<file path="src/hdl/lsu_pkg.sv">
package lsu_pkg;

    // data path and address width
    localparam int XLEN = 32;
    localparam int STRB_W = XLEN / 8;

    // on-chip data RAM geometry
    localparam int RAM_WORDS = 256;
    localparam int RAM_AW = 8;

    // AXI response code, the RAM never reports an error
    localparam logic [1:0] RESP_OKAY = 2'b00;

    // load funct3 encodings
    localparam logic [2:0] F3_LB = 3'b000;
    localparam logic [2:0] F3_LH = 3'b001;
    localparam logic [2:0] F3_LW = 3'b010;
    localparam logic [2:0] F3_LBU = 3'b100;
    localparam logic [2:0] F3_LHU = 3'b101;

    // store funct3 encodings
    localparam logic [2:0] F3_SB = 3'b000;
    localparam logic [2:0] F3_SH = 3'b001;
    localparam logic [2:0] F3_SW = 3'b010;

    // memory fields of one instruction as handed over by the execute stage
    typedef struct packed {
        logic [XLEN-1:0] addr;
        logic [XLEN-1:0] wdata;
        logic [2:0]      funct3;
        logic            rd_en;
        logic            wr_en;
    } lsu_req_t;

    // write word already shifted into its byte lanes
    typedef struct packed {
        logic [XLEN-1:0]   data;
        logic [STRB_W-1:0] strb;
    } store_lane_t;

    // one memory word, seen as bytes or as halfwords
    typedef union packed {
        logic [3:0][7:0]  b;
        logic [1:0][15:0] h;
    } mem_word_u;

endpackage
</file>
<file path="src/hdl/lsu_stage.sv">
`timescale 1ns/1ns

module lsu_stage (
    input  logic                     clk,
    input  logic                     rst,
    input  logic                     in_valid,
    output logic                     in_ready,
    input  lsu_pkg::lsu_req_t        in_req,
    output logic                     out_valid,
    input  logic                     out_ready,
    output logic [31:0]              out_result,
    output logic [lsu_pkg::XLEN-1:0] awaddr,
    output logic                     awvalid,
    input  logic                     awready,
    output logic [lsu_pkg::XLEN-1:0] wdata,
    output logic [3:0]               wstrb,
    output logic                     wvalid,
    input  logic                     wready,
    input  logic [1:0]               bresp,
    input  logic                     bvalid,
    output logic                     bready,
    output logic [lsu_pkg::XLEN-1:0] araddr,
    output logic                     arvalid,
    input  logic                     arready,
    input  logic [lsu_pkg::XLEN-1:0] rdata,
    input  logic [1:0]               rresp,
    input  logic                     rvalid,
    output logic                     rready
);
    import lsu_pkg::*;

    lsu_req_t        req_q;
    store_lane_t     req_lane;
    logic            in_fire;
    logic            out_fire;
    logic            is_mem;
    logic            start;
    logic            is_write;
    logic [XLEN-1:0] req_addr;
    logic            done;
    logic [XLEN-1:0] rd_word;
    logic [XLEN-1:0] load_value;

    assign in_fire = in_valid && in_ready;
    assign out_fire = out_valid && out_ready;
    assign is_mem = in_req.rd_en || in_req.wr_en;

    always_ff @(posedge clk or posedge rst) begin
        if (rst) begin
            in_ready <= 1'b1;
            out_valid <= 1'b0;
            start <= 1'b0;
        end else begin
            if (in_fire) in_ready <= 1'b0;
            else if (out_fire) in_ready <= 1'b1;
            // alu results are ready at once, memory ops wait for the bus
            if (out_fire) out_valid <= 1'b0;
            else if (in_fire && !is_mem) out_valid <= 1'b1;
            else if (done) out_valid <= 1'b1;
            start <= in_fire && is_mem;
        end
    end

    always_ff @(posedge clk) begin
        if (in_fire) req_q <= in_req;
    end

    assign is_write = req_q.wr_en;
    assign req_addr = req_q.addr;

    store_align store_align_i (
        .addr_lo(req_q.addr[1:0]),
        .funct3 (req_q.funct3),
        .src    (req_q.wdata),
        .lane   (req_lane)
    );

    load_extend load_extend_i (
        .addr_lo(req_q.addr[1:0]),
        .funct3 (req_q.funct3),
        .word   (rd_word),
        .value  (load_value)
    );

    // rd_word and req_q only change with the next instruction, so this holds
    assign out_result = req_q.rd_en ? load_value : req_q.addr;

    axi_lite_master axi_lite_master_i (
        .clk      (clk),
        .rst      (rst),
        .start    (start),
        .is_write (is_write),
        .addr     (req_addr),
        .lane     (req_lane),
        .done     (done),
        .rdata_out(rd_word),
        .awaddr   (awaddr),
        .awvalid  (awvalid),
        .awready  (awready),
        .wdata    (wdata),
        .wstrb    (wstrb),
        .wvalid   (wvalid),
        .wready   (wready),
        .bresp    (bresp),
        .bvalid   (bvalid),
        .bready   (bready),
        .araddr   (araddr),
        .arvalid  (arvalid),
        .arready  (arready),
        .rdata    (rdata),
        .rresp    (rresp),
        .rvalid   (rvalid),
        .rready   (rready)
    );

endmodule

</file>
<file path="src/hdl/axi_lite_master.sv">
`timescale 1ns/1ns

module axi_lite_master (
    input  logic                     clk,
    input  logic                     rst,
    input  logic                     start,
    input  logic                     is_write,
    input  logic [lsu_pkg::XLEN-1:0] addr,
    input  lsu_pkg::store_lane_t     lane,
    output logic                     done,
    output logic [lsu_pkg::XLEN-1:0] rdata_out,
    output logic [lsu_pkg::XLEN-1:0] awaddr,
    output logic                     awvalid,
    input  logic                     awready,
    output logic [lsu_pkg::XLEN-1:0] wdata,
    output logic [3:0]               wstrb,
    output logic                     wvalid,
    input  logic                     wready,
    input  logic [1:0]               bresp,
    input  logic                     bvalid,
    output logic                     bready,
    output logic [lsu_pkg::XLEN-1:0] araddr,
    output logic                     arvalid,
    input  logic                     arready,
    input  logic [lsu_pkg::XLEN-1:0] rdata,
    input  logic [1:0]               rresp,
    input  logic                     rvalid,
    output logic                     rready
);
    import lsu_pkg::*;

    typedef enum logic [1:0] {
        ST_IDLE,
        ST_ADDR,
        ST_RESP
    } state_t;

    state_t state;
    logic   write_q;
    logic   aw_left;
    logic   w_left;
    logic   ar_left;
    logic   b_fire;
    logic   r_fire;

    // a request channel is still open if its valid has not met its ready
    assign aw_left = awvalid && !awready;
    assign w_left = wvalid && !wready;
    assign ar_left = arvalid && !arready;

    assign bready = (state == ST_RESP) && write_q;
    assign rready = (state == ST_RESP) && !write_q;
    assign b_fire = bvalid && bready;
    assign r_fire = rvalid && rready;
    assign done = b_fire || r_fire;

    always_ff @(posedge clk or posedge rst) begin
        if (rst) begin
            state <= ST_IDLE;
            write_q <= 1'b0;
            awvalid <= 1'b0;
            wvalid <= 1'b0;
            arvalid <= 1'b0;
        end else begin
            case (state)
                ST_IDLE: begin
                    if (start) begin
                        write_q <= is_write;
                        awvalid <= is_write;
                        wvalid <= is_write;
                        arvalid <= !is_write;
                        state <= ST_ADDR;
                    end
                end
                ST_ADDR: begin
                    // aw and w may complete in different cycles
                    if (awready) awvalid <= 1'b0;
                    if (wready) wvalid <= 1'b0;
                    if (arready) arvalid <= 1'b0;
                    if (!aw_left && !w_left && !ar_left) state <= ST_RESP;
                end
                ST_RESP: begin
                    if (done) state <= ST_IDLE;
                end
                default: state <= ST_IDLE;
            endcase
        end
    end

    always_ff @(posedge clk) begin
        if (state == ST_IDLE && start) begin
            awaddr <= addr;
            araddr <= addr;
            wdata <= lane.data;
            wstrb <= lane.strb;
        end
        if (r_fire) rdata_out <= (rresp == RESP_OKAY) ? rdata : '0;
    end

endmodule

</file>
<file path="src/hdl/load_extend.sv">
`timescale 1ns/1ns

module load_extend (
    input  logic [1:0]         addr_lo,
    input  logic [2:0]         funct3,
    input  lsu_pkg::mem_word_u word,
    output logic [31:0]        value
);
    import lsu_pkg::*;

    logic [7:0]  byte_sel;
    logic [15:0] half_sel;

    // byte view for byte loads, halfword view for halfword loads
    assign byte_sel = word.b[addr_lo];
    assign half_sel = word.h[addr_lo[1]];

    always_comb begin
        case (funct3)
            F3_LB: begin
                value = {{24{byte_sel[7]}}, byte_sel};
            end
            F3_LBU: begin
                value = {24'b0, byte_sel};
            end
            F3_LH: begin
                value = {{16{half_sel[15]}}, half_sel};
            end
            F3_LHU: begin
                value = {16'b0, half_sel};
            end
            F3_LW: begin
                value = word;
            end
            default: begin
                // undefined load code, hand back the raw word
                value = word;
            end
        endcase
    end

endmodule

</file>
<file path="src/hdl/store_align.sv">
`timescale 1ns/1ns

module store_align (
    input  logic [1:0]           addr_lo,
    input  logic [2:0]           funct3,
    input  logic [31:0]          src,
    output lsu_pkg::store_lane_t lane
);
    import lsu_pkg::*;

    mem_word_u         word;
    logic [STRB_W-1:0] strb;

    // every lane gets a copy, the strobes pick the one that lands
    always_comb begin
        word = '0;
        strb = '0;
        case (funct3)
            F3_SB: begin
                for (int i = 0; i < 4; i++) begin
                    word.b[i] = src[7:0];
                end
                strb = 4'b0001 << addr_lo;
            end
            F3_SH: begin
                for (int i = 0; i < 4; i++) begin
                    word.b[i] = (i % 2 == 1) ? src[15:8] : src[7:0];
                end
                strb = 4'b0011 << {addr_lo[1], 1'b0};
            end
            F3_SW: begin
                for (int i = 0; i < 4; i++) begin
                    word.b[i] = src[8*i +: 8];
                end
                strb = 4'b1111;
            end
            default: begin
                word = '0;
                strb = '0;
            end
        endcase
    end

    assign lane.data = word;
    assign lane.strb = strb;

endmodule

</file>
<file path="config.mk">
export PLATFORM = sky130hd
export DESIGN_NAME = lsu_stage
export DESIGN_NICKNAME = d
export VERILOG_FILES = /design/src/hdl/lsu_pkg.sv /design/src/hdl/lsu_stage.sv /design/src/hdl/axi_lite_master.sv /design/src/hdl/load_extend.sv /design/src/hdl/store_align.sv
export SDC_FILE = /design/constraint.sdc
export NUM_CORES = 1
export LEC_CHECK = 0
export BUFFER_PORTS_ARGS = -buffer_cell sky130_fd_sc_hd__buf_2
export CAP_MARGIN = 30
export CORE_AREA = 2 2 120 134
export CTS_CLUSTER_DIAMETER = 60
export DETAILED_ROUTE_END_ITERATION = 6
export DIE_AREA = 0 0 122 136
export GPL_TIMING_DRIVEN = 0
export PLACE_DENSITY = 0.77
export SYNTH_ARGS = -nofsm -noshare
export SYNTH_HDL_FRONTEND = slang
export SYNTH_SLANG_ARGS = --single-unit
export TNS_END_PERCENT = 5
</file>
<file path="constraint.sdc">
create_clock -name clk -period 5.2 [get_ports clk]
set_clock_uncertainty 0.2 [all_clocks]
set_input_delay 0.26 -clock clk [delete_from_list [all_inputs] [get_ports clk]]
set_output_delay 0.26 -clock clk [all_outputs]
set_load 0.01 [all_outputs]
</file>
==> results of run 1 <==
[how the worst min path moves through the flow]
stage	from	endpoint	slack, ns	cells after the start
2_1_floorplan	rst	axi_lite_master_i.arvalid$_DFFE_PP0P_	-0.11	1
3_3_place_gp	rst	out_valid$_DFFE_PP0P_	0.04	2
3_5_place_dp	rst	out_valid$_DFFE_PP0P_	0.04	2
4_1_cts	bvalid	axi_lite_master_i.state[1]$_DFFE_PP0P_	0.02	4
5_1_grt	awready	axi_lite_master_i.awvalid$_DFFE_PP0P_	0.08	4
6_report	awready	axi_lite_master_i.awvalid$_DFFE_PP0P_	0.08	4
[routing by layer]
metal	vias up	part of all wire [%]	GRT usage, %
li1	2706	-	-
met1	2849	36	30.0
met2	361	52	46.8
met3	52	8.6	6.08
met4	0	2.6	8.94
met5	-	0	0
[metrics by stage]
step	TNS [ns]	hold WS, ns
floorplan	0	-0.113
global placement	-19.91	0.0373
detailed placement	0	0.0437
CTS	0	0.0224
global route	0	0.0755
finish	0	0.0815
[cells in the final DEF (no fill, tap or decap), types with 4 or more instances in the layout]
master,count
a2bb2oi_1,16
o22ai_1,17
and2_1,42
mux2i_1,7
a211o_1,4
a21o_1,6
clkinv_1,4
buf_4,34
bufinv_16,4
clkbuf_1,24
nor2b_1,15
edfxtp_1,169
nand2b_1,10
nor2_1,38
dfrtp_1,8
inv_1,11
nand2_1,15
a21oi_1,47
mux2_2,8
a221o_1,13
o21ai_0,4
dlygate4sd3_1,107
buf_2,253
clkbuf_16,17
o311ai_0,5
[area by class of cell]
cell class / instances / area, um^2 / share of cell area [%]
Clock buffer: 17 / 425 / 3.94
Clock inverter: 15 / 189 / 1.75
Sequential cell: 178 / 5300 / 49.1
Buffer: 67 / 405 / 3.75
Inverter: 11 / 41.3 / 0.382
Multi-Input combinational cell: 274 / 1760 / 16.3
Timing Repair Buffer: 361 / 2420 / 22.4
Tap cell: 200 / 250 / 2.32
[power breakdown]
group,internal (mW),leakage [nW],switching [mW]
Combinational,0.415,2.46,0.520
Sequential,1.82,1.67,0.113
Clock,0.800,0.290,0.541
Total,3.03,4.42,1.17
[worst max-delay path: stages (launching register included)]
cell and delay (ns):
edfxtp_1 0.31, buf_2 0.17, clkbuf_1 0.46, and2_1 0.30, clkbuf_1 0.44, a221o_1 0.26, buf_2 0.16
[sequential cells by signal, indices dropped and copies added (netlist names), 2 cells and up]
| name | cells |
|---|---|
| axi_lite_master_i.awaddr | 32 |
| axi_lite_master_i.wdata | 32 |
| axi_lite_master_i.rdata_out | 32 |
| axi_lite_master_i.state | 2 |
| req_addr | 32 |
| axi_lite_master_i.wstrb | 4 |
| req_q | 36 |
[logic make-up (layout without fill, tap and decap cells)]
group | after synthesis | after routing | share of synthesized area [%]
AOI/OAI and AO/OA | 123 | 123 | 11.3
buffers and inverters | 78 | 471 | 5.95
DFF | 178 | 178 | 70.7
muxes | 15 | 15 | 2.13
and+or+nand+nor | 136 | 136 | 9.96
[what timing repair did]
action                    4_1_cts  5_1_grt
hold endpoints to repair      115        0
setup buffers                   0        0
hold buffers                  107        0
==> impl_results.md, run 1 <==
- Outcome: finished, final reports clean
- PD cells: 389 mW/mm^2
- Peak Freq: 333 MHz
- Post-Syn Area: 0.00750 mm^2
- Wire per inst: 19.0 um
- Area delta synth->final: 44.0%
- Worst rel slew slack: 54.2%
- Final Non-Filler Cells: 1,123
- Area leader, netlist: edfxtp_1
- Pre-antenna DRT Iters: 7
- Worst Hold Class: in2reg
- Core Footprint: 0.0153 mm^2
- Setup repair after global routing missed its margin: false
- Avg Inst Size Synth: 14.2 um^2
- Critical Path AT: 2.55 ns
- Post-Place Cells: 984
- Clock buffer count from CTS: 17
- WP data required: 4.74 ns
- # DRC: 0
- Die height: 136 um
- Starting Density: 49.0%
- R2R Setup Slk: 2.99 ns
- #FFs+latches synth: 178
- CTS clk-pin slew, worst paths: 0.07 ns
- Ports: 253
- VDD IR max: 0.301 mV
- Post-synth top flop: edfxtp_1
- Diodes inserted: 0
- Number of flops mapped to enable cells by yosys: 169
- Vias in the first global route: 5,882
- Setup Viol. Count Final: 0
- Final min period: 3.01 ns
- Post-Syn Instances: 530
- Critical Path End: out_result[28]
- Via Count: 5,968
- Starting DRT DRC Count: 557
- Maximum number of pins on one net before global-route repair: 68
- Yosys warnings: 0
- Syn nets: 644
- Share of cells above drive strength 1: 36.6%
- HPWL Detailed: 14,000 um
- Top post-synthesis cells by count: edfxtp_1, a21oi_1, and2_1
- Initial antenna violation count: 0
- Sequential fraction of the synthesis area: 70.7%
- Row count: 48
- Die footprint: 0.0166 mm^2
- Die width: 122 um
- Max-cap violations: 0
- Layout Utilization: 70.5%
- Power consumption: 4.20 mW
- Synth async-reset ratio: 5.06%
- Drt via density: 5.31
- Htree depth: 4
- Startpoint types: flip-flop
- Setup WS post-layout: 2.19 ns
- Fin. Hold Viols: 0
- CTS root buffer: clkbuf_16
- Worst R2R Start: axi_lite_master_i.state[1]$_DFFE_PP0P_
- Grt total ovfl: 0
- Crit path kind: reg2out
- Routed WL: 21,400 um
- FF-to-FF path depth: 4
- Crit path max fanout: 10
- Overall global routing resource usage: 25.9%
- Synth area leaders: edfxtp_1, and2_1, buf_4, a21oi_1, dfrtp_1
- Skew-Pair Late Insertion Delay: 0.43 ns
- Filler cell count: 1,009
- Count leader, synth: edfxtp_1
- Worst-margin pin slew: 0.688 ns
- Cts repair resizes: 0
- Share of the synthesized area in the top cell type: 67.6%
- Clock Path Buffers: 2
- Detail Route Antenna Nets: 0
- Pleak: 4.42 nW
- Pre-CTS WS: 2.72 ns
- Final instance area: 0.0108 mm^2
- Final Net Count: 1,024
- CP endpoint kind: output pin
- Port Buf Inserts: 250
- Area post-placement: 0.00912 mm^2
- Post-route clock period utilization: 57.8%
- Distinct cells, synth: 41
- TritonCTS clock tree: done
- Routability cong.: 0.873
- R2r endpoint: axi_lite_master_i.rdata_out[15]$_SDFFCE_PP0P_
- Max-slew violation count: 0
- Critical path origin: req_q[3]$_DFFE_PP_
- First-pass GRT wire length: 31,800 um
- Sink Count: 178
No activity file was read; power rests on OpenSTA's default activity.
==> inputs of run 2 (changes only) <==
Settings changed: ABC_AREA set to 1, CORE_AREA 2 2 120 134 to 2 2 126 140, DIE_AREA 0 0 122 136 to 0 0 128 142, PLACE_DENSITY 0.77 to 0.75.
Clock period 5.2 ns to 2.7 ns, I/O delays scaled along.
==> run 2 against run 1 <==
  * Utilization fell by 5.8 points
  * Highest routed layer unchanged
  * Setup slack worse by 2.0 ns
  * Count of clock-buffer cells in the layout unchanged
  * Synthesized cell count up 25%
  * Sequential power rose by 55%
  * Combinational power is 74% lower
  * Critical path depth rose by 4
  * Via count increased by 4.1%
==> impl_results.md, run 2 <==
- Outcome: finished, final reports clean
- R2r endpoint: axi_lite_master_i.state[1]$_DFFE_PP0P_
- Main combinational cell family by area after synthesis: simple AND/OR/NAND/NOR gates
- Post-route clock period utilization: 92.7%
- Reg with most FFs: req_q
- Vias in the first global route: 6,371
- CP bufs+invs: 4
- CTS clk-pin slew, worst paths: 0.07 ns
- Final instance area: 0.0108 mm^2
- Most frequent cells in the layout: buf_2, edfxtp_1, nand2_1, dlygate4sd3_1, inv_1
- Synth async-reset ratio: 5.06%
- Detail Route Antenna Nets: 0
- Critical Path AT: 2.17 ns
- CP max stage delay: 0.39 ns
- Synth Area in Compound Gates: 5.89%
- # DRC: 0
- Setup repair after global routing missed its margin: false
- Syn nets: 778
- Die footprint: 0.0182 mm^2
- Maximum number of pins on one net before global-route repair: 70
- Peak Freq: 399 MHz
- FF-to-FF path depth: 8
- CP delay by family, top: simple AND/OR/NAND/NOR gates
- Slowest-stage cell, CP: edfxtp_1
- Distinct cells, synth: 30
- Port Buf Inserts: 250
- CP endpoint kind: output pin
- Core Footprint: 0.0168 mm^2
- Sequential fraction of the synthesis area: 70.1%
- Area leader, netlist: edfxtp_1
- Die width: 128 um
- Max-slew violation count: 0
- Clock Path Buffers: 2
- Starting Density: 45.1%
- Grt total ovfl: 0
- Share of the synthesized area in the top cell type: 67.1%
- Crit path cell chain: buf_6 > inv_4 > nand2_1 > nor2_4 > nand2_4 > buf_6 > nand2_1 > nand2_1 > nand2_1 > buf_2
- Worst rel slew slack: 39.5%
- Count leader, synth: edfxtp_1
- Via Count: 6,214
- Initial antenna violation count: 0
- Share of cells above drive strength 1: 33.7%
- Top post-synthesis cells by count: edfxtp_1, nand2_1, inv_1
- Area post-placement: 0.00911 mm^2
- Fin. Hold Viols: 0
- PD cells: 532 mW/mm^2
- Pleak: 4.75 nW
- Largest register FFs: 36
- Critical path depth: 10
- Sink Count: 178
- VDD IR max: 0.444 mV
- Worst-margin pin slew: 0.908 ns
- Overall global routing resource usage: 23.8%
- Startpoint types: flip-flop
- Cell seen most often among critical-path stages: nand2_1
- Crit path kind: reg2out
- WP data required: 2.37 ns
- Routability cong.: 0.902
- Final min period: 2.50 ns
- Synth Area in XOR/XNOR: 0%
- Starting DRT DRC Count: 402
- Setup WS post-layout: 0.196 ns
- Mux cell area share after synthesis: 0%
- Ports: 253
- Final Net Count: 1,160
- Die height: 142 um
- Worst Hold Class: in2reg
- Setup Viol. Count Final: 0
- TritonCTS clock tree: done
- Post-Syn Instances: 664
- Critical Path End: out_result[15]
- Commonest non-fill, non-tap cell in the layout: buf_2
- Skew-Pair Late Insertion Delay: 0.43 ns
- Number of flops mapped to enable cells by yosys: 169
- Critical path origin: req_q[3]$_DFFE_PP_
- Synth area leaders: edfxtp_1, nand2_1, inv_1, buf_4, dfrtp_1
- #FFs+latches synth: 178
- Wire per inst: 16.8 um
- Max-cap violations: 0
- HPWL Detailed: 13,700 um
- Post-Syn Area: 0.00757 mm^2
- Row count: 50
- Crit path max fanout: 10
- First-pass GRT wire length: 32,700 um
- Clock buffer count from CTS: 17
- Htree depth: 4
- Yosys warnings: 0
- CTS root buffer: clkbuf_16
- Setup bufs post-CTS: 0
- Pre-CTS WS: 0.601 ns
- Pre-antenna DRT Iters: 5
- Filler cell count: 1,246
- Post-synth top flop: edfxtp_1
- Avg Inst Size Synth: 11.4 um^2
- Drt via density: 4.90
- R2R Setup Slk: 0.28 ns
- Post-synthesis simple-gate area fraction: 15.0%
- Area delta synth->final: 43.3%
- Worst R2R Start: axi_lite_master_i.state[0]$_DFFE_PP0P_
- Adder-cell share of the synthesized area: 0%
- Routed WL: 21,300 um
run 2: cell types whose count changed after synthesis, moves of 10 or more:
cell | previous run | this run
a221o_1 | 13 | 0
and2_1 | 43 | 0
a2bb2oi_1 | 16 | 0
nor2_1 | 39 | 51
o22ai_1 | 17 | 6
nand2_1 | 15 | 154
nand3_1 | 0 | 34
inv_1 | 11 | 79
nand2b_1 | 10 | 0
nor2b_1 | 15 | 0
or2_2 | 0 | 21
o21ai_0 | 4 | 15
run 2: metrics by stage:
stage	cells	hold slack, ns	utilization [%]	setup TNS (ns)	power, mW
2_1_floorplan	664	-0.238	-	0	3.09
3_3_place_gp	1122	-0.0986	54.1	-73.35	3.17
3_5_place_dp	1123	-0.0984	54.3	0	3.17
4_1_cts	1267	0.0868	64.7	0	5.78
5_1_grt	1267	0.102	64.7	0	5.92
6_report	1268	0.0920	64.7	0	5.77
run 2: worst min path at each step:
| stage | startpoint | endpoint | slack [ns] | depth (start not counted) |
|---|---|---|---|---|
| after floorplan | rst | axi_lite_master_i.arvalid$_DFFE_PP0P_ | -0.24 | 1 |
| after global placement | rst | out_valid$_DFFE_PP0P_ | -0.1 | 2 |
| final | rresp[1] | axi_lite_master_i.rdata_out[31]$_SDFFCE_PP0P_ | 0.09 | 4 |
| after global routing | rresp[0] | axi_lite_master_i.rdata_out[31]$_SDFFCE_PP0P_ | 0.10 | 4 |
| after detailed placement | rst | axi_lite_master_i.write_q$_DFFE_PP0P_ | -0.1 | 2 |
| after CTS | rresp[0] | axi_lite_master_i.rdata_out[31]$_SDFFCE_PP0P_ | 0.09 | 4 |
run 2: kinds of logic after synthesis:
kind of cell           Yosys count
and+or+nand+nor                268
DFF                            178
buffers and inverters          142
AOI/OAI and AO/OA               76
run 2: report_power, final:
| group | internal (mW) | total, mW | switching (mW) | leakage (nW) |
|---|---|---|---|---|
| clock network | 1.33 | 2.52 | 1.19 | 0.292 |
| logic | 0.169 | 0.247 | 0.0783 | 2.94 |
| registers | 3.00 | 3.00 | 0 | 1.52 |
run 2: tightest hold or removal path: stages:
cell,delay [ns]
buf_2,0.07
or2_2,0.09
clkbuf_1,0.21
nor2_1,0.06
run 2: cell type report:
type / instances / area [um^2] / share of cell area, %
Buffer: 57 / 364 / 3.36
Inverter: 85 / 327 / 3.01
Multi-Input combinational cell: 344 / 1580 / 14.6
Antenna cell: 1 / 2.50 / 0.0231
Timing Repair Buffer: 363 / 2400 / 22.1
Clock buffer: 17 / 425 / 3.92
Tap cell: 208 / 260 / 2.40
Clock inverter: 15 / 184 / 1.70
Sequential cell: 178 / 5300 / 48.9
run 2: timing repair:
action | CTS | global route
hold buffers | 112 | 0
gates resized for setup | 0 | 1
endpoints found under the hold margin | 118 | 0
setup endpoints to repair | 0 | 7
run 2: per-layer routing:
metal / GRT usage, % / part of all wire, %
met1: 27.0 / 38
met2: 43.4 / 52
met3: 5.38 / 6.8
met4: 9.54 / 3.0
met5: 0 / 0
==> inputs of run 3 (changes only) <==
Settings changed: CORE_AREA 2 2 126 140 to 2 2 132 134, DIE_AREA 0 0 128 142 to 0 0 134 136.
==> run 3 against run 2 <==
  * Hold slack better by 0.015 ns
  * Sequential share of layout area is 0.11 points lower
  * Via count is 1.7% lower
  * Design area is 0.22% higher
  * Utilization is 0.28 points lower
  * Global-route usage is 1.6 points lower
  * Count of clock-buffer cells in the layout stayed put
==> impl_results.md, run 3 (synthesis gave the netlist of run 2 again) <==
- Skew-Pair Late Insertion Delay: 0.44 ns
- Commonest non-fill, non-tap cell in the layout: buf_2
- Clock buffer count from CTS: 17
- Die footprint: 0.0182 mm^2
- CP endpoint kind: output pin
- Routability cong.: 0.885
- Worst Hold Class: in2reg
- Pre-antenna DRT Iters: 5
- WP data required: 2.37 ns
- Ports: 253
- PD cells: 528 mW/mm^2
- Critical Path AT: 2.14 ns
- Core Footprint: 0.0169 mm^2
- CTS root buffer: clkbuf_16
- Initial antenna violation count: 0
- Vias in the first global route: 5,864
- Drt via density: 4.76
- Setup Viol. Count Final: 0
- Hold path depth: 3
- Outcome: finished, final reports clean
- Slowest-stage cell, CP: edfxtp_1
- Pleak: 4.76 nW
- CP max stage delay: 0.38 ns
- Area post-placement: 0.00913 mm^2
- Most frequent cells in the layout: buf_2, edfxtp_1, nand2_1, dlygate4sd3_1, inv_1
- Worst rel slew slack: 38.7%
- Sink Count: 178
- Crit path cell chain: buf_6 > inv_4 > nand2_1 > nor2_4 > nand2_4 > buf_6 > nand3_1 > nand2_1 > inv_1 > buf_2
- Startpoint types: flip-flop
- TritonCTS clock tree: done
- Max-cap violations: 0
- First-pass GRT wire length: 30,400 um
- Die width: 134 um
- Hold_sp: rvalid
- Setup repair after global routing missed its margin: false
- Post-route clock period utilization: 91.6%
- Port Buf Inserts: 250
- # DRC: 0
- Share of cells above drive strength 1: 33.6%
- Final min period: 2.47 ns
- FF-to-FF path depth: 8
- Crit path kind: reg2out
- Max-slew violation count: 0
- Grt total ovfl: 0
- Final Net Count: 1,160
- R2R Setup Slk: 0.24 ns
- Combinational group share of total power: 4.3%
- Worst Hold End: axi_lite_master_i.rdata_out[17]$_SDFFCE_PP0P_
- Overall global routing resource usage: 22.2%
- Wire per inst: 15.6 um
- Reg with most FFs: req_q
- Starting DRT DRC Count: 444
- Die height: 136 um
- Diodes inserted: 0
- Htree depth: 4
- Routed WL: 20,100 um
- Final instance area: 0.0109 mm^2
- Setup bufs post-CTS: 0
- Filler cell count: 1,280
- Crit path max fanout: 10
- Largest register FFs: 36
- Layout Utilization: 64.4%
- Starting Density: 44.8%
- CTS clk-pin slew, worst paths: 0.07 ns
- Peak Freq: 404 MHz
- HPWL Detailed: 13,100 um
- VDD IR max: 0.417 mV
- Psw: 1.24 mW
- Area delta synth->final: 43.7%
- Detail Route Antenna Nets: 0
- Power share of the clock group: 43.5%
- Setup Total Neg Slack: 0 ns
- R2r endpoint: axi_lite_master_i.state[1]$_DFFE_PP0P_
- Maximum number of pins on one net before global-route repair: 70
- Clock Path Buffers: 2
- Row count: 48
- Via Count: 6,111
- Worst R2R Start: axi_lite_master_i.state[0]$_DFFE_PP0P_
- Switching part of the total: 21.6%
- Internal power: 4.50 mW
- Worst-margin pin slew: 0.920 ns
- Seq pwr share: 52.2%
- Fin. Hold Viols: 0
## run 3: cell type report
type / count / area, um^2 / area share [%]
inverter: 85 / 327 / 3.00
sequential: 178 / 5300 / 48.8
timing repair buffer: 363 / 2400 / 22.1
buffer: 57 / 364 / 3.35
multi-input combinational: 344 / 1580 / 14.5
clock inverter: 15 / 191 / 1.76
tap: 225 / 282 / 2.59
clock buffer: 17 / 425 / 3.91
## run 3: per-layer routing
| layer | wire (um) | share of wire (%) | track usage (%) |
|---|---|---|---|
| met1 | 8050 | 40 | 27.7 |
| met2 | 10300 | 52 | 38.1 |
| met3 | 1270 | 6.3 | 5.00 |
| met4 | 414 | 2.1 | 8.33 |
| met5 | 0 | 0 | 0 |
## run 3: how the worst max path moves through the flow
stage                                            from                                      to  slack, ns  depth (start not counted)
6_report                           req_q[3]$_DFFE_PP_                          out_result[19]       0.23                         10
5_1_grt                            req_q[3]$_DFFE_PP_                          out_result[19]       0.09                         10
3_3_place_gp   axi_lite_master_i.state[0]$_DFFE_PP0P_  axi_lite_master_i.awaddr[21]$_DFFE_PP_      -0.59                          3
2_1_floorplan                    in_ready$_DFFE_PP1P_                      is_write$_DFFE_PP_       0.08                          2
3_5_place_dp   axi_lite_master_i.state[0]$_DFFE_PP0P_  axi_lite_master_i.awaddr[21]$_DFFE_PP_       0.66                          3
4_1_cts                            req_q[3]$_DFFE_PP_                          out_result[19]       0.21                         10
## run 3: power by group through the flow
| stage | Sequential [mW] | Combinational, mW | Clock, mW |
|---|---|---|---|
| final | 3.00 | 0.247 | 2.50 |
| after CTS | 3.00 | 0.239 | 2.52 |
| after global routing | 3.00 | 0.266 | 2.63 |
| after global placement | 3.06 | 0.109 | 0 |
| after detailed placement | 3.06 | 0.112 | 0 |
| after floorplan | 3.06 | 0.0270 | 0 |
## run 3: metrics by stage
stage                     hold slack [ns]  power [mW]  worst slack (ns)  cells
final                               0.107        5.74             0.226   1284
after global routing                0.119        5.89            0.0883   1284
after CTS                          0.0930        5.76             0.209   1284
after detailed placement          -0.0862        3.17             0.658   1140
after global placement            -0.0989        3.17            -0.586   1139
after floorplan                    -0.238        3.09            0.0843    664
## run 3: what timing repair did
item                      4_1_cts  5_1_grt
resized for setup               0        0
hold endpoints to repair      118        0
hold buffers                  112        0
## run 3: critical path: cells and delay by family, from the launching register on
kind                   cells  cell delay (ns)
and+or+nand+nor            5             0.73
buffers and inverters      5             0.61
DFF                        1             0.38
